$ cat config.mk
export PLATFORM = sky130hd
export DESIGN_NAME = frame_intake
export DESIGN_NICKNAME = d
export VERILOG_FILES = /design/src/source/tx_mac_pkg.sv /design/src/source/frame_intake.sv
export SDC_FILE = /design/constraint.sdc
export NUM_CORES = 1
export LEC_CHECK = 0
export BUFFER_PORTS_ARGS = -buffer_cell sky130_fd_sc_hd__buf_2
export CORE_UTILIZATION = 36
export CTS_CLUSTER_SIZE = 20
export DETAILED_ROUTE_END_ITERATION = 12
export PLACE_DENSITY = 0.8
export SLEW_MARGIN = 30
export SYNTH_ARGS = -nofsm -noshare
export SYNTH_HDL_FRONTEND = slang
export SYNTH_SLANG_ARGS = --single-unit
$ cat constraint.sdc
create_clock -name tx_clk -period 5.55 [get_ports tx_clk]
set_input_delay 1.11 -clock tx_clk [delete_from_list [all_inputs] [get_ports tx_clk]]
set_output_delay 1.11 -clock tx_clk [all_outputs]
set_load 0.01 [all_outputs]
$ cat src/source/tx_mac_pkg.sv
package tx_mac_pkg;

    // ~~~~~~~~~~~~~~~~~~~~~~~~~~~~~~~~~~~~~~~~~~~~~~~~~~
    // xgmii control codes and frame bytes
    // ~~~~~~~~~~~~~~~~~~~~~~~~~~~~~~~~~~~~~~~~~~~~~~~~~~
    localparam logic [7:0] xgmii_idle      = 8'h07;
    localparam logic [7:0] xgmii_start     = 8'hfb;
    localparam logic [7:0] xgmii_terminate = 8'hfd;
    localparam logic [7:0] preamble_byte   = 8'h55;
    localparam logic [7:0] sfd_byte        = 8'hd5;

    localparam logic [11:0] min_payload     = 12'd46;
    localparam logic [11:0] max_payload     = 12'd1500;
    localparam logic [4:0]  mac_header_size = 5'd14;
    localparam logic [4:0]  ifg_bytes       = 5'd12;

    localparam logic [47:0] dest_mac   = 48'h00_11_22_33_44_55;
    localparam logic [47:0] src_mac    = 48'haa_bb_cc_dd_ee_ff;
    localparam logic [15:0] ether_type = 16'h0800;
    // the first byte on the wire sits in the top bits.
    localparam logic [111:0] mac_header = {dest_mac, src_mac, ether_type};

    localparam logic [31:0] crc_init = 32'hffff_ffff;
    localparam logic [31:0] crc_poly = 32'hedb8_8320; // reflected form of 0x04c11db7.

    // two maximum frames fit with room to spare.
    localparam int fifo_depth      = 512;
    localparam int fifo_aw         = $clog2(fifo_depth);
    localparam int len_queue_depth = 8;
    localparam int len_aw          = $clog2(len_queue_depth);

    // ~~~~~~~~~~~~~~~~~~~~~~~~~~~~~~~~~~~~~~~~~~~~~~~~~~
    // types
    // ~~~~~~~~~~~~~~~~~~~~~~~~~~~~~~~~~~~~~~~~~~~~~~~~~~
    typedef logic [$clog2(max_payload + 1) - 1:0] payload_len_t;

    typedef struct packed {
        logic [63:0] data;
        logic [7:0]  keep;
        logic        last;
    } axis_beat_t;

    typedef struct packed {
        logic [31:0] data;
        logic [1:0]  lanes; // valid low lanes minus one.
        logic        last;
    } body_word_t;

    typedef struct packed {
        logic [31:0] data;
        logic [3:0]  ctl;
    } xgmii_word_t;

    localparam xgmii_word_t xgmii_idle_word = '{data: {4{xgmii_idle}}, ctl: 4'hf};

endpackage

$ cat src/source/frame_intake.sv
module frame_intake
    import tx_mac_pkg::*;
(
    input  logic         tx_clk,
    input  logic         tx_rst,
    input  axis_beat_t   tx_beat,
    input  logic         tvalid,
    input  logic         space,
    output logic         wr_en,
    output axis_beat_t   wr_beat,
    output logic         len_push,
    output payload_len_t frame_len
);

    payload_len_t run_len;
    payload_len_t beat_bytes;

    // keep is contiguous from lane 0, so counting ones gives the byte count.
    always_comb begin
        beat_bytes = '0;
        for (int i = 0; i < 8; i++) begin
            beat_bytes = beat_bytes + payload_len_t'(tx_beat.keep[i]);
        end
    end

    assign wr_en     = tvalid & space; // a beat is written in the cycle it is accepted.
    assign wr_beat   = tx_beat;
    assign frame_len = run_len + beat_bytes;
    assign len_push  = wr_en & tx_beat.last;

    always_ff @(posedge tx_clk) begin
        if (!tx_rst) begin
            run_len <= '0;
        end else if (wr_en) begin
            if (tx_beat.last) begin
                run_len <= '0;
            end else begin
                run_len <= frame_len;
            end
        end
    end

endmodule

==> key figures <==
Pwr
  – Pwr per Cell Area: 219 mW/mm^2
  – Sw frac: 35.6%
  – VDD IR-drop max: 0.0607 mV
  – Power share of the clock group: 29.8%
  – Part of the power in combinational logic: 41.1%
  – Int Pwr: 0.000182 W
  – Switch Pwr: 0.000101 W
  – Sequential fraction of design power: 29.1%
  – Leak Pwr: 0.620 nW

Die
  – DIE HEIGHT: 67.4 um
  – # IOs: 163
  – Site row count: 23
  – Initial Util: 37.9%
  – Die width: 67.4 um
  – Core area: 0.00406 sq mm
  – Die footprint: 0.00454 sq mm

Synth
  – Synthesized flop and latch total: 11
  – Synth warn: 0
  – Syn_nets: 282
  – Yosys cell types: 41
  – Syn_area_per_cell: 7.93 sq um
  – Seq/Total Area, Yosys: 14.3%
  – Synthesized area: 0.00154 sq mm
  – Async set-or-reset flop fraction in the synthesized netlist: 0%
  – Most common flop cell mapped by yosys: dfxtp_1
  – Cells after synthesis: 194
  – Number of synthesized flops with an enable pin: 0

Setup path
  – WS Path Type: input pin to output port
  – Reg-to-reg endpoint: run_len[4]
  – CP Capture Type: output port
  – Nature of the critical path startpoint: input pin
  – CP max FO: 3
  – R2R setup slack: 2.54 ns
  – Worst r2r path cells: 10
  – CP Data Required Time: 4.44 ns
  – R2R Path Start: run_len[0]
  – Worst Path Arrival: 4.30 ns

STA
  – Final hold viol count: 0
  – Max-slew violations: 0
  – Period utilization: 97.4%
  – RSZ-0062 raised after global routing: false
  – Final WS setup: 0.143 ns
  – Worst slew margin: 59.8%
  – Actual slew at the worst max-slew pin: 0.601 ns
  – FMAX: 185 MHz
  – Setup-failing EPs final: 0
  – Tmin final: 5.41 ns
  – Final setup skew: 0.000622 ns

Drt
  – Uppermost routed layer: met4
  – Initial DRC Count: 50
  – Wire length on met3: 230 um
  – Via count: 1104
  – Remaining routing DRC violations: 0
  – Routed vias/inst: 5.33
  – Drt wl/cell: 13.6 um
  – Metal2 WL: 1350 um
  – First drt pass iteration count: 4
  – Final WL: 2820 um
  – WL met1: 1170 um
  – Post-route ant nets: 0

Place
  – Routability congestion estimate: 0.841
  – Post-DP HPWL: 2050 um
  – I/O Buffers: 34
  – Post-Place Worst Slack: -0.00689 ns
  – Cell count after placement: 203

Worst hold path
  – Worst hold path type: flop to flop
  – WHS Path Cells: 2
  – Hold Crit Endpoint: run_len[3]
  – Worst hold start: run_len[3]

Clock tree
  – Clock sink count: 11
  – Worst-path clk slew: 0.06 ns
  – H-Tree Level Count: 1
  – Clk_lat worst skew: 0.24 ns
  – CTS tree: yes
  – Max clock buf depth: 2
  – Root buffer cell: clkbuf_8
  – Num CTS Buffers: 3
  – # hold bufs at CTS: 0

Cells and area
  – Biggest regs: run_len: 11 flops
  – Diode count: 0
  – Top reg by flops: run_len
  – Syn-to-layout area delta: -16.2%
  – Commonest non-fill, non-tap cell in the layout: buf_2
  – Largest register FFs: 11
  – Final cell count without fillers: 207
  – Most frequent cells in the layout: buf_2, inv_1, dfxtp_1, nor2_1
  – Fin nets: 246
  – Layout cell share with drive strength beyond 1: 32.5%

GRT
  – Pin count of the biggest net entering global routing: 19
  – Vias in the first global route: 984
  – Total global routing overflow: 0
  – GRT Overall Usage: 12.1%
  – First-pass GRT wire length: 4200 um
  – Antenna violations before repair: 0

Run status
  – Status: complete, no violations

Flow run
  – Max-cap violations: 0
worst max-delay path: stages:
cell and delay (ns):
buf_2 0.11, fa_1 0.53, inv_1 0.06, fa_1 0.50, fa_1 0.43, fa_2 0.36
fa_2 0.37, nand2b_4 0.18, a21oi_2 0.15, and3_2 0.21, xor2_1 0.13, buf_2 0.14
Yosys cell counts, types with 2 or more instances:
cell type | instances | area share, %
buf_4 | 74 | 36
inv_1 | 15 | 3.7
dfxtp_1 | 11 | 14
nor2_1 | 8 | 2.0
ha_1 | 6 | 4.9
nand2_1 | 6 | 1.5
nand3_1 | 6 | 2.0
fa_1 | 5 | 6.5
o21ai_0 | 5 | 1.6
nor3_1 | 4 | 1.3
xnor2_1 | 4 | 2.3
xor2_1 | 4 | 2.3
a211oi_1 | 3 | 1.5
clkbuf_1 | 3 | 0.73
nand2b_1 | 3 | 1.2
nand3b_1 | 3 | 1.5
a21oi_1 | 2 | 0.65
a21oi_2 | 2 | 1.1
and3_1 | 2 | 0.81
and3_4 | 2 | 1.5
nand4_1 | 2 | 0.81
nand4b_1 | 2 | 1.1
nor4_1 | 2 | 0.81
o211ai_1 | 2 | 0.98
or3_1 | 2 | 0.81
metal layers:
layer	GRT usage [%]	up-vias
li1	-	506
met1	13.2	531
met2	20.6	51
met3	3.55	16
met4	6.65	0
met5	0	-
per-stage QoR:
stage                     hold slack, ns  instance area, sq um  power [W]  util [%]  setup TNS (ns)
after CTS                          0.490                  1270   0.000280      31.4               0
after detailed placement           0.483                  1220   0.000194      30.1        -0.00689
after global routing               0.501                  1290   0.000303      31.8               0
after floorplan                    0.449                  1540   0.000206         -               0
final                              0.483                  1290   0.000282      31.8               0
after global placement             0.463                  1220   0.000191      30.1               0
cell families after synthesis:
| group | count (synthesis) | synth area share [%] |
|---|---|---|
| buf+inv | 93 | 40.8 |
| simple gates | 46 | 17.0 |
| compound gates | 25 | 12.0 |
| fa+ha+maj | 11 | 11.4 |
| flops | 11 | 14.3 |
| xor+xnor | 8 | 4.55 |
worst max path at each step:
| stage | to | slack, ns | cells past startpoint | start |
|---|---|---|---|---|
| after floorplan | frame_len[10] | 0.23 | 10 | tx_beat[1] |
| after global placement | frame_len[8] | 0.04 | 11 | tx_beat[1] |
| after detailed placement | frame_len[8] | -0.007 | 11 | tx_beat[1] |
| after CTS | frame_len[8] | 0.03 | 11 | tx_beat[1] |
| after global routing | frame_len[10] | 0.01 | 12 | tx_beat[1] |
| final | frame_len[10] | 0.14 | 12 | tx_beat[1] |
final cells by class:
type	instances	area, sq um
inverters	15	56.3
repair buffers	37	193
flip-flops and latches	11	220
fillers	429	2770
multi-input cells	90	713
clock buffers	4	45.0
well taps	50	62.6
power by group through the flow:
stage	Sequential [W]	Clock [W]	Combinational (W)
final	0.0000822	0.0000840	0.000116
after global routing	0.0000824	0.0000876	0.000133
after CTS	0.0000822	0.0000839	0.000114
after detailed placement	0.0000839	0	0.000110
after global placement	0.0000837	0	0.000107
after floorplan	0.0000835	0	0.000122
repair_timing:
action                                  in CTS  in global routing
cloned                                       0                  0
endpoints found under the setup margin       3                  4
buffers inserted                             0                  0
pin swaps                                    0                  0
resized for setup                            1                  4
Note: power is estimated with default switching activity, not from simulation.
