--- src/source/tx_mac_pkg.sv ---
package tx_mac_pkg;

    // ~~~~~~~~~~~~~~~~~~~~~~~~~~~~~~~~~~~~~~~~~~~~~~~~~~
    // xgmii control codes and frame bytes
    // ~~~~~~~~~~~~~~~~~~~~~~~~~~~~~~~~~~~~~~~~~~~~~~~~~~
    localparam logic [7:0] xgmii_idle      = 8'h07;
    localparam logic [7:0] xgmii_start     = 8'hfb;
    localparam logic [7:0] xgmii_terminate = 8'hfd;
    localparam logic [7:0] preamble_byte   = 8'h55;
    localparam logic [7:0] sfd_byte        = 8'hd5;

    localparam logic [11:0] min_payload     = 12'd46;
    localparam logic [11:0] max_payload     = 12'd1500;
    localparam logic [4:0]  mac_header_size = 5'd14;
    localparam logic [4:0]  ifg_bytes       = 5'd12;

    localparam logic [47:0] dest_mac   = 48'h00_11_22_33_44_55;
    localparam logic [47:0] src_mac    = 48'haa_bb_cc_dd_ee_ff;
    localparam logic [15:0] ether_type = 16'h0800;
    // the first byte on the wire sits in the top bits.
    localparam logic [111:0] mac_header = {dest_mac, src_mac, ether_type};

    localparam logic [31:0] crc_init = 32'hffff_ffff;
    localparam logic [31:0] crc_poly = 32'hedb8_8320; // reflected form of 0x04c11db7.

    // two maximum frames fit with room to spare.
    localparam int fifo_depth      = 512;
    localparam int fifo_aw         = $clog2(fifo_depth);
    localparam int len_queue_depth = 8;
    localparam int len_aw          = $clog2(len_queue_depth);

    // ~~~~~~~~~~~~~~~~~~~~~~~~~~~~~~~~~~~~~~~~~~~~~~~~~~
    // types
    // ~~~~~~~~~~~~~~~~~~~~~~~~~~~~~~~~~~~~~~~~~~~~~~~~~~
    typedef logic [$clog2(max_payload + 1) - 1:0] payload_len_t;

    typedef struct packed {
        logic [63:0] data;
        logic [7:0]  keep;
        logic        last;
    } axis_beat_t;

    typedef struct packed {
        logic [31:0] data;
        logic [1:0]  lanes; // valid low lanes minus one.
        logic        last;
    } body_word_t;

    typedef struct packed {
        logic [31:0] data;
        logic [3:0]  ctl;
    } xgmii_word_t;

    localparam xgmii_word_t xgmii_idle_word = '{data: {4{xgmii_idle}}, ctl: 4'hf};

endpackage

--- src/source/crc32_lanes.sv ---
module crc32_lanes
    import tx_mac_pkg::*;
(
    input  logic        tx_clk,
    input  logic        clear,
    input  logic        update,
    input  logic [31:0] data,
    input  logic [1:0]  lanes,
    output logic [31:0] fcs
);

    logic [31:0] crc;
    logic [31:0] crc_next;

    // bytes are folded lane 0 first and bit 0 first within each byte.
    always_comb begin
        crc_next = crc;
        for (int b = 0; b < 4; b++) begin
            if (b <= lanes) begin
                crc_next = crc_next ^ {24'h0, data[8*b +: 8]};
                for (int k = 0; k < 8; k++) begin
                    if (crc_next[0]) begin
                        crc_next = (crc_next >> 1) ^ crc_poly;
                    end else begin
                        crc_next = crc_next >> 1;
                    end
                end
            end
        end
    end

    assign fcs = ~crc_next; // the presented word is already included.

    always_ff @(posedge tx_clk) begin
        if (clear) begin
            crc <= crc_init;
        end else if (update) begin
            crc <= crc_next;
        end
    end

endmodule

--- config.mk ---
export PLATFORM = sky130hd
export DESIGN_NAME = crc32_lanes
export DESIGN_NICKNAME = d
export VERILOG_FILES = /design/src/source/tx_mac_pkg.sv /design/src/source/crc32_lanes.sv
export SDC_FILE = /design/constraint.sdc
export NUM_CORES = 1
export LEC_CHECK = 0
export BUFFER_PORTS_ARGS = -buffer_cell sky130_fd_sc_hd__buf_2
export CORE_ASPECT_RATIO = 2
export CORE_MARGIN = 1.5
export CORE_UTILIZATION = 56
export CTS_CLUSTER_SIZE = 40
export DETAILED_ROUTE_END_ITERATION = 12
export PLACE_DENSITY = 0.77
export SLEW_MARGIN = 25
export SYNTH_ARGS = -nofsm -noshare
export SYNTH_HDL_FRONTEND = slang
export SYNTH_SLANG_ARGS = --single-unit
--- constraint.sdc ---
create_clock -name tx_clk -period 6.5 [get_ports tx_clk]
set_input_delay 0 -clock tx_clk [delete_from_list [all_inputs] [get_ports tx_clk]]
set_output_delay 0 -clock tx_clk [all_outputs]
set_load 0.1 [all_outputs]
==> results of run 1 <==
[through the flow]
step | worst slack [ps] | cells
4_1_cts | 220 | 886
3_5_place_dp | 512 | 878
2_1_floorplan | 48.2 | 683
3_3_place_gp | 644 | 878
5_1_grt | 192 | 886
6_report | 345 | 886
[logic make-up (layout without fill, tap and decap cells)]
family          Yosys count  count (layout)  share of synthesized area (%)
compound gates          140             140                           14.0
simple gates            134             134                           9.26
flops                    32              32                           9.86
buf+inv                  40             101                           2.35
xor+xnor                308             308                           59.9
mux                      29              29                           4.66
[per-layer routing]
metal  up-vias  global-route usage, %  share of wire [%]
met3        79                   2.23                4.3
li1       2479                      -                  -
met5         -                      0                  0
met2       242                   67.7                 51
met1      2577                   40.5                 35
met4         0                   29.2                9.6
[final timing paths]
| check | startpoint | end | slack [ps] |
|---|---|---|---|
| hold reg to reg | crc[17] | crc[17] | 510 |
| hold / removal | update | crc[19] | 150 |
| setup / recovery | crc[0] | fcs[5] | 340 |
| setup reg to reg | crc[0] | crc[20] | 910 |
[cell type report]
class	count	area share [%]
clock inverter	2	0.486
multi-input combinational	611	79.2
clock buffer	6	1.79
inverter	7	0.364
tap	142	2.46
sequential	32	8.88
timing repair buffer	86	6.80
[worst max-delay path: cells and delay by family (launching register included)]
kind                   cells  cell delay [ps]
AO/OA/AOI/OAI              3             1210
XOR/XNOR                   7             3180
buffers and inverters      1              410
flip-flops                 1              350
AND/OR/NAND/NOR            3              710
[synth_stat cells (all sizes together), types with 5 or more instances]
| master | n |
|---|---|
| nor3 | 12 |
| xnor2 | 173 |
| o211ai | 12 |
| a21o | 5 |
| mux2i | 22 |
| o21ai | 28 |
| xnor3 | 57 |
| buf | 5 |
| inv | 7 |
| mux2 | 7 |
| or3 | 5 |
| dfxtp | 32 |
| clkbuf | 28 |
| a211oi | 9 |
| nor2 | 56 |
| nand2 | 40 |
| xor3 | 11 |
| a21oi | 56 |
| xor2 | 67 |
==> results_dict.tcl, run 1 <==
set metrics [dict create \
    status "finished clean" \
    drt-total-wl_um 22900 \
    ys_ff_latch 32 \
    syn_to_final_growth_pct 11.0 \
    ant_nets 0 \
    fmax_ghz 0.162 \
    yosysTopAreaCell "xnor2_1" \
    slowest_delay_ps 620 \
    fin_crit_ps 6160 \
    path_cells "xnor2_1 > xnor3_1 > xnor2_4 > xnor2_2 > xor2_1 > a211oi_1 > nor3_1 > o41ai_1 > nand4_1 > xnor2_2 > xnor3_1 > a21oi_1 > or2_2 > buf_2" \
    cts.htree.levels 2 \
    maxSlewViolCount 0 \
    grt_max_degree 57 \
    hold_viol 0 \
    synth_nets 720 \
    dieArea_sq_um 12300 \
    netlist_area_sq_um 6500 \
    place_congestion 1.03 \
    fillers 1006 \
    die_h_um 155 \
    holdWs_ps 149 \
    syn_inst 683 \
    ys.flop_type "dfxtp_1" \
    drive_above_1_share_pct 18.8 \
    top_regs "crc: 32 flops" \
    fin_area_sq_um 7210 \
    rsz0062_at_grt "false" \
    drc 0 \
    worstSkewPairLatency_ps 270 \
    hp-class "in2reg" \
    core-area_sq_um 11300 \
    endpoint_kind "primary output" \
    grt_first_pass_wirelength_um 33500 \
    fp-row-count 55 \
    drv_cap 0 \
    nets 780 \
    maxSlewHeadroom_pct 35.3 \
    seq_area_sq_um 641 \
    mostFrequentLayoutCell "xnor2_1" \
    postSynthAreaPerCell_sq_um 9.51 \
    antenna_cells 0 \
    ctsResizeCount 0 \
    drt_first_pass_iters 5 \
    largest-register "crc" \
    cts_hold_buf 0 \
    placed_cell_area_sq_um 7040 \
    synth-seq-area-share_pct 9.86 \
    clock_skew_ps 3.37 \
    via_per_inst 6.07 \
    hold_depth 3 \
    crit_arrival_ps 6160 \
    critPathMaxFanout 9 \
    crit_required_ps 6500 \
    clockRootBuffer "clkbuf_16" \
    drtIter0Drc 470 \
    critPathSlowestCell "xnor2_2" \
    cts.path.max_buffers 2 \
    worst_pin_slew_ps 961 \
    rr_worst_depth 13 \
    layout_common_cells "xnor2_1 (161), buf_2 (67), xor2_1 (57)" \
    vias 5377 \
    die_w_um 79.2 \
    yosys.area.top_type_share_pct 21.7 \
    synth_edf_count 0 \
    overflow 0 \
    yosysUniqueCellTypes 61 \
    portBuffers 68 \
    largest_reg_flops 32 \
    timing.setup.tns_ps 0 \
    synth.area.top_cells "xnor2_1 (22%), xnor3_1 (18%), dfxtp_1 (9.9%)" \
    cts.clk_slew.worst_paths_ps 50 \
    post-dp-hpwl_um 19000 \
    setup_viol 0 \
    period_share_pct 94.7 \
    clock-sinks 32 \
    cts_tree "done" \
    cts_setup_buffers 0 \
    fin_util_pct 63.9 \
    antenna_found_initial 0 \
    wire_per_inst_um 25.9 \
    ios 69 \
    grt_pass1_vias 5507 \
    critPathLaunchType "register" \
    multi_input_area_sq_um 5710 \
    path_class "reg2out" \
    async_flop_share_pct 0 \
    synth_warnings 0 \
    start_util_pct 57.6 \
    track_usage_pct 37.9 \
    cts_buffers 5 \
]
Power of run 1 is left out: the tool's default activity adds up to more than one toggle a clock period on the data nets, which glitch-free logic cannot reach.
==> inputs of run 2 (changes only) <==
--- a/config.mk
+++ b/config.mk
@@ -5,13 +5,13 @@
 export SDC_FILE = /design/constraint.sdc
 export NUM_CORES = 1
 export LEC_CHECK = 0
-export BUFFER_PORTS_ARGS = -buffer_cell sky130_fd_sc_hd__buf_2
 export CORE_ASPECT_RATIO = 2
 export CORE_MARGIN = 1.5
 export CORE_UTILIZATION = 56
 export CTS_CLUSTER_SIZE = 40
 export DETAILED_ROUTE_END_ITERATION = 12
-export PLACE_DENSITY = 0.77
+export DONT_BUFFER_PORTS = 1
+export PLACE_DENSITY = 0.71
 export SLEW_MARGIN = 25
 export SYNTH_ARGS = -nofsm -noshare
 export SYNTH_HDL_FRONTEND = slang
==> run 2 against run 1 <==
Net effect: fmax down 0.74%; register-to-register slack worse by 460 ps; sequential share of layout area fell by 0.051 points; die area did not move; global-route usage grew 0.096 points; sequential cell count did not move; core utilization increased by 0.37 points; final cell count shrank 4.6%; count of clock-buffer cells in the layout decreased by 1; final area up 0.57%; clock skew rose by 0.91 ps; critical path type unchanged; highest routed layer unchanged.
==> results_dict.tcl, run 2 (synthesized netlist as in run 1, its figures left out) <==
set metrics [dict create \
    status "finished clean" \
    cts.htree.levels 2 \
    largest_reg_flops 32 \
    drc 0 \
    holdWs_ps 13.0 \
    clock-sinks 32 \
    largest-register "crc" \
    seq_area_sq_um 641 \
    place_congestion 0.991 \
    syn_to_final_growth_pct 11.7 \
    ios 69 \
    fmax_ghz 0.161 \
    drv_cap 0 \
    instances_no_fill 845 \
    grt_max_degree 58 \
    wire_per_inst_um 27.0 \
    cts_setup_buffers 0 \
    endpoint_kind "primary output" \
    timing.setup.tns_ps 0 \
    critPathMaxFanout 6 \
    fin_crit_ps 6200 \
    core-area_sq_um 11300 \
    critPathSlowestCell "xnor2_1" \
    fp-row-count 55 \
    crit_top_cell "xnor3_1" \
    die_w_um 79.2 \
    top_regs "crc: 32 flops" \
    maxSlewViolCount 0 \
    antenna_cells 0 \
    critPathLaunchType "register" \
    fillers 959 \
    cts_tree "done" \
    cts.clk_slew.worst_paths_ps 50 \
    via_per_inst 6.23 \
    path_cells "xnor2_1 > xnor3_1 > xnor2_4 > xnor2_2 > xnor2_1 > a211oi_1 > nor3_1 > o41ai_1 > nand4_1 > xnor3_1 > xnor3_1 > a21oi_2 > buf_4" \
    hp-class "in2reg" \
    drt-total-wl_um 22800 \
    dpl.cell_count 834 \
    post-dp-hpwl_um 18900 \
    portBuffers 0 \
    worst_pin_slew_ps 1020 \
    drive_above_1_share_pct 16.2 \
    slowest_delay_ps 740 \
    path_class "reg2out" \
    rsz0062_at_grt "false" \
    dieArea_sq_um 12300 \
    maxSlewHeadroom_pct 31.9 \
    track_usage_pct 38.0 \
    mostFrequentLayoutCell "xnor2_1" \
    drtIter0Drc 419 \
    antenna_found_initial 0 \
    multi_input_area_sq_um 5820 \
    overflow 0 \
    vias 5263 \
    crit_arrival_ps 6200 \
    period_share_pct 95.4 \
    drt_first_pass_iters 5 \
    worstSkewPairLatency_ps 280 \
    die_h_um 155 \
    clockRootBuffer "clkbuf_16" \
    crit_required_ps 6500 \
    grt_pass1_vias 5452 \
    hold_viol 0 \
    cts.path.max_buffers 2 \
    setup_viol 0 \
    cts_buffers 5 \
    layout_common_cells "xnor2_1 (161), xor2_1 (58), nor2_1 (54)" \
    ant_nets 0 \
    grt_first_pass_wirelength_um 33700 \
    start_util_pct 57.6 \
    nets 739 \
    clock_skew_ps 4.28 \
]
==> run 2: what timing repair did <==
item,CTS,global route
hold buffers,2,0
setup endpoints to repair,0,0
endpoints found under the hold margin,23,0
resized for setup,0,0
==> run 2: metal layers <==
metal  GRT usage [%]  vias to the layer above  routed length (um)
met1            39.4                     2526                7590
li1                -                     2404                   -
met2            66.3                      242               11800
met5               0                        -                   0
met3            4.99                       91                1080
met4            31.2                        0                2330
==> run 2: final timing paths <==
| path | startpoint | end | slack, ps | cells past startpoint |
|---|---|---|---|---|
| max | crc[0] | fcs[20] | 300 | 13 |
| min | lanes[0] | crc[7] | 10 | 2 |
| max reg2reg | crc[0] | crc[18] | 450 | 14 |
| min reg2reg | crc[31] | crc[31] | 500 | 2 |
==> run 2: per-stage QoR <==
stage / util, % / area, sq um / worst slack [ps]
2_1_floorplan: - / 6500 / 48.2
4_1_cts: 64.0 / 7230 / 453
6_report: 64.3 / 7250 / 299
5_1_grt: 64.3 / 7250 / 155
3_3_place_gp: 62.4 / 7040 / 641
3_5_place_dp: 62.4 / 7040 / 578
==> run 2: area by class of cell <==
type,instances,share of cell area [%]
Sequential cell,32,8.83
Tap cell,142,2.45
Multi-Input combinational cell,611,80.2
Timing Repair Buffer,45,5.83
Clock buffer,5,1.72
Inverter,7,0.362
Clock inverter,3,0.586
==> run 2: worst max-delay path: cells and delay by family (launching register included) <==
| family | cells | cell delay [ps] |
|---|---|---|
| XOR/XNOR | 7 | 3470 |
| AO/OA/AOI/OAI | 3 | 1120 |
| flip-flops | 1 | 350 |
| AND/OR/NAND/NOR | 2 | 640 |
| buffers and inverters | 1 | 330 |
Power of run 2 is left out for the same reason.
