[src/source/tx_mac_pkg.sv]
package tx_mac_pkg;

    // ~~~~~~~~~~~~~~~~~~~~~~~~~~~~~~~~~~~~~~~~~~~~~~~~~~
    // xgmii control codes and frame bytes
    // ~~~~~~~~~~~~~~~~~~~~~~~~~~~~~~~~~~~~~~~~~~~~~~~~~~
    localparam logic [7:0] xgmii_idle      = 8'h07;
    localparam logic [7:0] xgmii_start     = 8'hfb;
    localparam logic [7:0] xgmii_terminate = 8'hfd;
    localparam logic [7:0] preamble_byte   = 8'h55;
    localparam logic [7:0] sfd_byte        = 8'hd5;

    localparam logic [11:0] min_payload     = 12'd46;
    localparam logic [11:0] max_payload     = 12'd1500;
    localparam logic [4:0]  mac_header_size = 5'd14;
    localparam logic [4:0]  ifg_bytes       = 5'd12;

    localparam logic [47:0] dest_mac   = 48'h00_11_22_33_44_55;
    localparam logic [47:0] src_mac    = 48'haa_bb_cc_dd_ee_ff;
    localparam logic [15:0] ether_type = 16'h0800;
    // the first byte on the wire sits in the top bits.
    localparam logic [111:0] mac_header = {dest_mac, src_mac, ether_type};

    localparam logic [31:0] crc_init = 32'hffff_ffff;
    localparam logic [31:0] crc_poly = 32'hedb8_8320; // reflected form of 0x04c11db7.

    // two maximum frames fit with room to spare.
    localparam int fifo_depth      = 512;
    localparam int fifo_aw         = $clog2(fifo_depth);
    localparam int len_queue_depth = 8;
    localparam int len_aw          = $clog2(len_queue_depth);

    // ~~~~~~~~~~~~~~~~~~~~~~~~~~~~~~~~~~~~~~~~~~~~~~~~~~
    // types
    // ~~~~~~~~~~~~~~~~~~~~~~~~~~~~~~~~~~~~~~~~~~~~~~~~~~
    typedef logic [$clog2(max_payload + 1) - 1:0] payload_len_t;

    typedef struct packed {
        logic [63:0] data;
        logic [7:0]  keep;
        logic        last;
    } axis_beat_t;

    typedef struct packed {
        logic [31:0] data;
        logic [1:0]  lanes; // valid low lanes minus one.
        logic        last;
    } body_word_t;

    typedef struct packed {
        logic [31:0] data;
        logic [3:0]  ctl;
    } xgmii_word_t;

    localparam xgmii_word_t xgmii_idle_word = '{data: {4{xgmii_idle}}, ctl: 4'hf};

endpackage

[src/source/body_streamer.sv]
module body_streamer
    import tx_mac_pkg::*;
(
    input  logic         tx_clk,
    input  logic         tx_rst,
    input  logic         start,
    input  logic         advance,
    input  axis_beat_t   rd_beat,
    input  payload_len_t head_len,
    output logic         rd_en,
    output logic         len_pop,
    output body_word_t   body
);

    logic         active;
    logic [8:0]   wcnt;
    logic [8:0]   last_wcnt;
    logic [1:0]   last_lanes;
    logic         hsel;
    logic         pay_done;
    logic [15:0]  residue;
    logic [111:0] hdr_lanes;
    payload_len_t padded_len;
    payload_len_t body_end;
    logic [31:0]  half_raw;
    logic [3:0]   half_keep;
    logic [31:0]  half;
    logic         step;
    logic         is_last;
    logic         take_half;
    logic         consume;

    // header in lane order with the first wire byte in bits 7:0.
    always_comb begin
        hdr_lanes = '0;
        for (int i = 0; i < mac_header_size; i++) begin
            hdr_lanes[8*i +: 8] = mac_header[8*(13 - i) +: 8];
        end
    end

    assign padded_len = (head_len < min_payload) ? payload_len_t'(min_payload) : head_len;
    assign body_end   = payload_len_t'(mac_header_size) + padded_len - 1'b1;

    // ~~~~~~~~~~~~~~~~~~~~~~~~~~~~~~~~~~~~~~~~~~~~~~~~~~
    // payload halves
    // ~~~~~~~~~~~~~~~~~~~~~~~~~~~~~~~~~~~~~~~~~~~~~~~~~~
    assign half_raw  = hsel ? rd_beat.data[63:32] : rd_beat.data[31:0];
    assign half_keep = hsel ? rd_beat.keep[7:4] : rd_beat.keep[3:0];

    // bytes past the payload read as zero and become the padding.
    always_comb begin
        half = '0;
        for (int j = 0; j < 4; j++) begin
            if (half_keep[j] && !pay_done) begin
                half[8*j +: 8] = half_raw[8*j +: 8];
            end
        end
    end

    assign step      = active & advance;
    assign is_last   = (wcnt == last_wcnt);
    assign take_half = step && (wcnt >= 9'd3); // word 3 is the first to carry payload.
    assign consume   = take_half && !pay_done;
    assign rd_en     = consume && (hsel || !rd_beat.keep[4]);
    assign len_pop   = step && is_last;

    // the header leaves the payload two bytes off the word grid.
    always_comb begin
        if (wcnt < 9'd3) begin
            body.data = hdr_lanes[32*wcnt[1:0] +: 32];
        end else if (wcnt == 9'd3) begin
            body.data = {half[15:0], hdr_lanes[111:96]};
        end else begin
            body.data = {half[15:0], residue};
        end
        body.lanes = is_last ? last_lanes : 2'b11;
        body.last  = active && is_last;
    end

    always_ff @(posedge tx_clk) begin
        if (!tx_rst) begin
            active   <= 1'b0;
            wcnt     <= '0;
            hsel     <= 1'b0;
            pay_done <= 1'b0;
        end else if (start) begin
            active   <= 1'b1;
            wcnt     <= '0;
            hsel     <= 1'b0;
            pay_done <= 1'b0;
        end else if (step) begin
            wcnt <= wcnt + 9'd1;
            if (is_last) active <= 1'b0;
            if (consume) begin
                hsel <= ~rd_en; // a popped beat restarts at its low half.
                if (rd_en && rd_beat.last) pay_done <= 1'b1;
            end
        end
    end

    always_ff @(posedge tx_clk) begin
        if (start) begin
            last_wcnt  <= body_end[10:2];
            last_lanes <= body_end[1:0];
        end
        if (take_half) begin
            residue <= half[31:16];
        end
    end

endmodule

[config.mk]
export PLATFORM = sky130hd
export DESIGN_NAME = body_streamer
export DESIGN_NICKNAME = d
export VERILOG_FILES = /design/src/source/tx_mac_pkg.sv /design/src/source/body_streamer.sv
export SDC_FILE = /design/constraint.sdc
export NUM_CORES = 1
export LEC_CHECK = 0
export BUFFER_PORTS_ARGS = -buffer_cell sky130_fd_sc_hd__buf_2
export CORE_ASPECT_RATIO = 0.75
export CORE_MARGIN = 3
export CORE_UTILIZATION = 47
export DETAILED_ROUTE_END_ITERATION = 7
export PLACE_DENSITY = 0.85
export REMOVE_ABC_BUFFERS = 1
export SLEW_MARGIN = 10
export SYNTH_ARGS = -nofsm -noshare
export SYNTH_HDL_FRONTEND = slang
export SYNTH_SLANG_ARGS = --single-unit
[constraint.sdc]
create_clock -name tx_clk -period 2.4 [get_ports tx_clk]
set_clock_uncertainty 0.2 [all_clocks]
set_input_delay 0.24 -clock tx_clk [delete_from_list [all_inputs] [get_ports tx_clk]]
set_output_delay 0.24 -clock tx_clk [all_outputs]
set_load 0.05 [all_outputs]
==> summary.md, run 1 <==
| Metric | Value |
|---|---|
| Status | `finished, violations left` |
| Failing checks | `negative setup slack` |
| Final slew viol count | `0` |
| Clock buffer depth | `2` |
| Syn_area_per_cell | `9.93 um^2` |
| Width of the die | `91.8 um` |
| Sequential share of the synthesized area | `0.405` |
| M3 GR Usage | `0.0635` |
| Worst Reg-to-Reg Cells | `5` |
| Peak VDD IR | `between 0.2 and 0.3 mV` |
| Worst setup SP type | `flip-flop` |
| Final setup vio count | `8` |
| Least-Margin Pin Slew | `~0.63 ns` |
| Cell variety after synth | `50` |
| Simple-Gate Fraction of Synth Area | `0.206` |
| Post-Synthesis Cells | `around 260` |
| P per Cell Area | `~440 nW/um^2` |
| Iteration-0 DRC count of the detailed router | `about 220` |
| Met2 usage | `0.412` |
| Main synth FF type | `edfxtp_1` |
| GRT met1 Usage | `0.280` |
| Die area | `~6500 um^2` |
| Placed Area | `between 3000 and 4000 um^2` |
| Synth Cell Area | `2590 um^2` |
| Htree depth | `2` |
| DRC Markers | `0` |
| Cts bufs inserted | `5` |
| Clk Latency, worst-skew pair | `roughly 0.30 ns` |
| Critical Path RT | `approximately 2.0 ns` |
| GRT overflow | `0` |
| Routed vias | `~2600` |
| Starting Density | `0.509` |
| Asr flop ratio synth | `0` |
| DR WL/cell | `16.5 um` |
| GRT Max-Usage Layer | `met2` |
| PortBufs | `124` |
| Multiplexer share of the synthesized area | `0.147` |
| Setup CP Type | `reg2out` |
| Overall power | `around 1.6 mW` |
| Routability congestion estimate | `around 0.9` |
| Layout cells sized above 1 | `0.453` |
| Synth Area in Adders | `0.00965` |
| CTS tree | `built` |
| Post-route setup slack | `-0.0735 ns` |
| Antenna-violating nets left | `0` |
| First-pass GRT wire length | `between 10000 and 15000 um` |
| Max-slew headroom | `0.576` |
| FF+latch count, synth | `39` |
| Total core area | `a little over 5000 um^2` |
| Final Hold Viols | `0` |
| Largest net degree at the start of global routing | `21` |
| Most common cell after layout, fill and taps aside | `buf_2` |
| Worst-path fanout max | `4` |
| Vias in the first global route | `around 2500` |
| Final Cycle Share | `1.03` |
| IO Pins | `125` |
| Final wirelength | `approximately 8000 um` |
| Hold Path Depth | `3` |
| Final min period | `2.47 ns` |
| Layout area overhead | `40.5%` |
| Clock Root Buffer | `clkbuf_8` |
| Hold Path Class | `in2reg` |
| DRT Pass-1 Iters | `5` |
| Nets | `about 490` |
| EDFF count, synth | `27` |
| Clock-pin slew on the worst setup and hold paths | `roughly 0.080 ns` |
| Main combinational cell family by area after synthesis | `simple AND/OR/NAND/NOR gates` |
| Crit end category | `output port` |
| Leak | `between 1.5 and 2 nW` |
| Worst Path Arrival | `between 2 and 2.5 ns` |
| N_diodes | `0` |
| Post-synthesis xor/xnor area fraction | `0.0642` |
| Clk sinks | `39` |
| Compound-cell area share of the yosys netlist | `0.135` |
| Most frequent cells in the layout | `102 x buf_2, 38 x mux2i_1, 30 x buf_4, 27 x edfxtp_1, 26 x nor2_1` |
| Max-cap violations | `0` |
| Max Clk Rate | `approximately 400 MHz` |
| Die height | `around 70 um` |
| RSZ-0062 raised after global routing | `yes` |
| Initial antenna violation count | `0` |
| Syn. warnings | `0` |
| Post-route cell area | `between 3000 and 4000 um^2` |
| GRT Total Usage | `0.238` |
| DP Wirelength | `roughly 5600 um` |
| Num rows | `22` |
| Post-DR vias/cell | `about 5.5` |
layout make-up:
class | instances | area, um^2
fillers | 357 | 1450
repair buffers | 142 | 842
flip-flops and latches | 39 | 1060
multi-input cells | 207 | 1530
clock buffers | 5 | 68.8
well taps | 72 | 90.1
inverters | 4 | 15.0
clock inverters | 3 | 43.8
logic make-up (layout without fill, tap and decap cells):
family | after synthesis | after routing
AND/OR/NAND/NOR | 93 | 93
adder cells (fa/ha/maj) | 2 | 2
XOR/XNOR | 19 | 19
buffers and inverters | 15 | 154
multiplexers | 38 | 38
AO/OA/AOI/OAI | 55 | 55
flip-flops | 39 | 39
power by group:
group          leakage [nW]  switching (mW)  internal, mW
Clock                0.0581           0.240         0.309
Combinational          1.13           0.162         0.128
Sequential            0.351          0.0125         0.743
Total                  1.54           0.414          1.18
per-layer routing:
metal,part of all wire,routed length (um)
met4,0.025,192
met2,0.50,3900
met1,0.39,3060
met3,0.084,653
met5,0,0
cell usage after synthesis (all sizes together), types with 5 or more instances:
cell type,instances,share of area
mux2i,38,0.15
edfxtp,27,0.31
nor2,26,0.038
o21ai,22,0.042
xor2,13,0.044
dfxtp,12,0.093
a21oi,10,0.019
nand2,10,0.014
and2,8,0.020
buf,8,0.019
a21o,7,0.022
nor4,7,0.023
nand3,6,0.012
xnor2,6,0.020
nand4,5,0.012
nor3,5,0.012
path summary, 6_finish.rpt:
kind	start	to	slack, ns
hold / removal	rd_beat[39]	residue[14]	0.05
setup reg to reg	wcnt[0]	wcnt[6]	0.40
hold reg to reg	wcnt[8]	wcnt[8]	0.33
setup / recovery	wcnt[5]	body[30]	-0.07
repair_timing:
action                                  in CTS  in global routing
gates resized for setup                     26                 45
endpoints found under the hold margin        2                  0
hold buffers                                 2                  0
buffers inserted                             3                  2
gates cloned                                 0                  0
endpoints found under the setup margin      34                 35
pin swaps                                    3                  3
worst max-delay path, stage by stage (launching register included):
cell and delay, ns:
dfxtp_2 0.33, or4_4 0.56, or4_4 0.57, o21ai_4 0.10
buf_6 0.17
registers in the layout, summed over array words and instances (netlist names):
name / cells
residue: 16
last_wcnt: 9
wcnt: 9
hsel: 1
last_lanes: 2
active: 1
pay_done: 1
metrics by stage:
step                hold slack [ns]  setup slack, ns  std cells  TNS, ns   util
floorplan                     0.152            -1.20        250   -19.53      -
global placement              0.281            0.220        457        0  0.652
detailed placement            0.305            0.174        457        0  0.652
CTS                          0.0394          -0.0818        470   -0.423  0.696
global route                 0.0403           -0.124        472    -1.61  0.715
finish                       0.0478          -0.0735        472   -0.333  0.715
Note: power is estimated with default switching activity, not from simulation.
==> inputs of run 2 (changes only) <==
SKIP_LAST_GASP = 1   (was not set)
==> run 2 against run 1 <==
Net effect: the flow still finishes with violations (negative setup slack); cell count did not move; sequential share of layout area up 0.12 points; final area decreased by 0.52%; total power about the same; first-iteration DRC count is 5.0% lower; clock-buffer cell count unchanged; fmax shrank 0.27%; core utilization down 0.37 points; combinational power about the same; routed wire length rose by 0.12%; worst hold slack barely moved; via count is 0.23% higher; critical endpoint is now body[22]; largest power group unchanged.
==> summary.md, run 2 (same netlist as run 1, synthesis figures left out) <==
| Metric | Value |
|---|---|
| Seq pwr share | `0.474 (about the same)` |
| Hold Path Depth | `3 (unchanged)` |
| DRT Pass-1 Iters | `5 (unchanged)` |
| Width of the die | `91.8 um (unchanged)` |
| GRT Total Usage | `0.238 (unchanged)` |
| N_diodes | `0 (unchanged)` |
| Most frequent cells in the layout | `103 x buf_2, 38 x mux2i_1, 31 x buf_4, 27 x edfxtp_1, 26 x nor2_1 (was 102 x buf_2, 38 x mux2i_1, 30 x buf_4, 27 x edfxtp_1, 26 x nor2_1)` |
| Final Hold Viols | `0 (unchanged)` |
| Switch share | `0.260 (about the same)` |
| Clock buffer depth | `2 (unchanged)` |
| Die height | `70.3 um (unchanged)` |
| Clock Root Buffer | `clkbuf_8 (unchanged)` |
| Filler Cells Inserted | `361 (was 357)` |
| Layout Utilization | `0.712 (was 0.715)` |
| Layout area overhead | `39.8% (was 40.5%)` |
| DR WL/cell | `16.5 um (about the same)` |
| Die area | `6450 um^2 (unchanged)` |
| DP Wirelength | `5620 um (unchanged)` |
| Clk sinks | `39 (unchanged)` |
| Max-slew headroom | `0.577 (was 0.576)` |
| CTS tree | `built (unchanged)` |
| Max-cap violations | `0 (unchanged)` |
| DRC Markers | `0 (unchanged)` |
| Biggest regs | `residue (16), last_wcnt (9), wcnt (9) (unchanged)` |
| Starting Density | `0.509 (unchanged)` |
| Cts bufs inserted | `5 (unchanged)` |
| GRT Max-Usage Layer | `met2 (unchanged)` |
| GRT met1 Usage | `0.280 (unchanged)` |
| Iteration-0 DRC count of the detailed router | `208 (was 219)` |
| Min Hold Slack | `0.0478 ns (about the same)` |
| Final slew viol count | `0 (unchanged)` |
| Setup TNS | `-0.364 ns (was -0.333 ns)` |
| Most common cell after layout, fill and taps aside | `buf_2 (unchanged)` |
| Final setup vio count | `8 (unchanged)` |
| Status | `finished, violations left (unchanged)` |
| First-pass GRT wire length | `12200 um (unchanged)` |
| Comb pwr share | `0.182 (about the same)` |
| Failing checks | `negative setup slack (unchanged)` |
| Worst-path fanout max | `4 (unchanged)` |
| Final Cycle Share | `1.03 (about the same)` |
| PortBufs | `124 (unchanged)` |
| Leak | `1.53 nW (was 1.54 nW)` |
| Antenna-violating nets left | `0 (unchanged)` |
| M3 GR Usage | `0.0635 (unchanged)` |
| Routed vias | `2590 (was 2584)` |
| Post-DR vias/cell | `5.49 (was 5.47)` |
| Clock share of power | `0.345 (about the same)` |
| Vias in the first global route | `2523 (unchanged)` |
| Worst Path Arrival | `2.04 ns (was 2.03 ns)` |
| Number of flip-flops in the largest register | `16 (unchanged)` |
| Psw | `0.415 mW (was 0.414 mW)` |
| Nets | `489 (unchanged)` |
| Least-Margin Pin Slew | `0.631 ns (was 0.632 ns)` |
| Final min period | `2.48 ns (was 2.47 ns)` |
| Worst setup SP type | `flip-flop (unchanged)` |
| Setup CP Type | `reg2out (unchanged)` |
| Clock-pin slew on the worst setup and hold paths | `0.08 ns (about the same)` |
| Met2 usage | `0.412 (unchanged)` |
| Biggest register | `residue (unchanged)` |
| Clk Latency, worst-skew pair | `0.30 ns (about the same)` |
| RSZ-0062 raised after global routing | `yes (unchanged)` |
| Max Clk Rate | `403 MHz (was 404 MHz)` |
| Worst Reg-to-Reg Cells | `5 (unchanged)` |
| Initial antenna violation count | `0 (unchanged)` |
| IO Pins | `125 (unchanged)` |
| Final wirelength | `7810 um (was 7800 um)` |
| Critical Path RT | `1.96 ns (about the same)` |
| Int Power | `1.18 mW (about the same)` |
| Reg2reg setup slack | `0.36 ns (was 0.40 ns)` |
| Post-route cell area | `3620 um^2 (was 3640 um^2)` |
| Peak VDD IR | `0.262 mV (was 0.263 mV)` |
| Crit end category | `output port (unchanged)` |
| Num rows | `22 (unchanged)` |
| Hold Path Class | `in2reg (unchanged)` |
| Htree depth | `2 (unchanged)` |
| P per Cell Area | `440 nW/um^2 (was 438 nW/um^2)` |
| GRT overflow | `0 (unchanged)` |
| Total core area | `5090 um^2 (unchanged)` |
| Placed Area | `3320 um^2 (unchanged)` |
| Largest net degree at the start of global routing | `21 (unchanged)` |
| Layout cells sized above 1 | `0.445 (was 0.453)` |
| Post-route setup slack | `-0.0802 ns (was -0.0735 ns)` |
| Routability congestion estimate | `0.882 (unchanged)` |
-- run 2: cell count changes in the layout (fill, tap and decap cells not counted) --
cell,previous run,this run
buf_6,7,5
o21ai_1,6,8
o21ai_2,5,3
buf_2,102,103
buf_4,30,31
dfxtp_1,8,9
dfxtp_2,4,3
-- run 2: stage by stage --
step                worst slack [ns]  std cells  power (mW)
floorplan                      -1.20        250       0.905
global placement               0.220        457        1.02
detailed placement             0.174        457        1.03
CTS                          -0.0818        470        1.59
global route                  -0.131        472        1.67
finish                       -0.0802        472        1.59
-- run 2: power by group through the flow --
| stage | combinational (mW) | clock [mW] | sequential, mW |
|---|---|---|---|
| floorplan | 0.139 | 0 | 0.767 |
| global placement | 0.252 | 0 | 0.769 |
| detailed placement | 0.261 | 0 | 0.769 |
| CTS | 0.278 | 0.556 | 0.754 |
| global route | 0.313 | 0.602 | 0.757 |
| finish | 0.290 | 0.549 | 0.755 |
-- run 2: layout make-up --
| class | instances | area (um^2) | area share |
|---|---|---|---|
| tap | 72 | 90.1 | 0.0249 |
| timing repair buffer | 142 | 832 | 0.230 |
| clock buffer | 5 | 68.8 | 0.0190 |
| clock inverter | 3 | 43.8 | 0.0121 |
| sequential | 39 | 1050 | 0.291 |
| inverter | 4 | 15.0 | 0.00414 |
| multi-input combinational | 207 | 1520 | 0.419 |
-- run 2: path summary, 6_finish.rpt --
| kind | start | to |
|---|---|---|
| setup reg to reg | wcnt[0] | wcnt[6] |
| hold / removal | rd_beat[39] | residue[14] |
| setup / recovery | wcnt[5] | body[22] |
| hold reg to reg | wcnt[8] | wcnt[8] |
-- run 2: what timing repair did --
| item | 4_1_cts | 5_1_grt |
|---|---|---|
| endpoints found under the hold margin | 2 | 0 |
| hold buffers | 2 | 0 |
| pin swaps | 3 | 3 |
| resized for setup | 26 | 38 |
| endpoints found under the setup margin | 34 | 35 |
| buffers inserted | 3 | 2 |
-- run 2: routing by layer --
| layer | share of wire | vias up |
|---|---|---|
| li1 | - | 1259 |
| met1 | 0.40 | 1176 |
| met2 | 0.50 | 137 |
| met3 | 0.076 | 18 |
| met4 | 0.029 | 0 |
| met5 | 0 | - |
-- run 2: worst max-delay path, stage by stage (launching register included) --
cell	delay [ns]
dfxtp_2	0.33
or4_4	0.56
or4_4	0.57
o21ai_2	0.10
buf_6	0.18
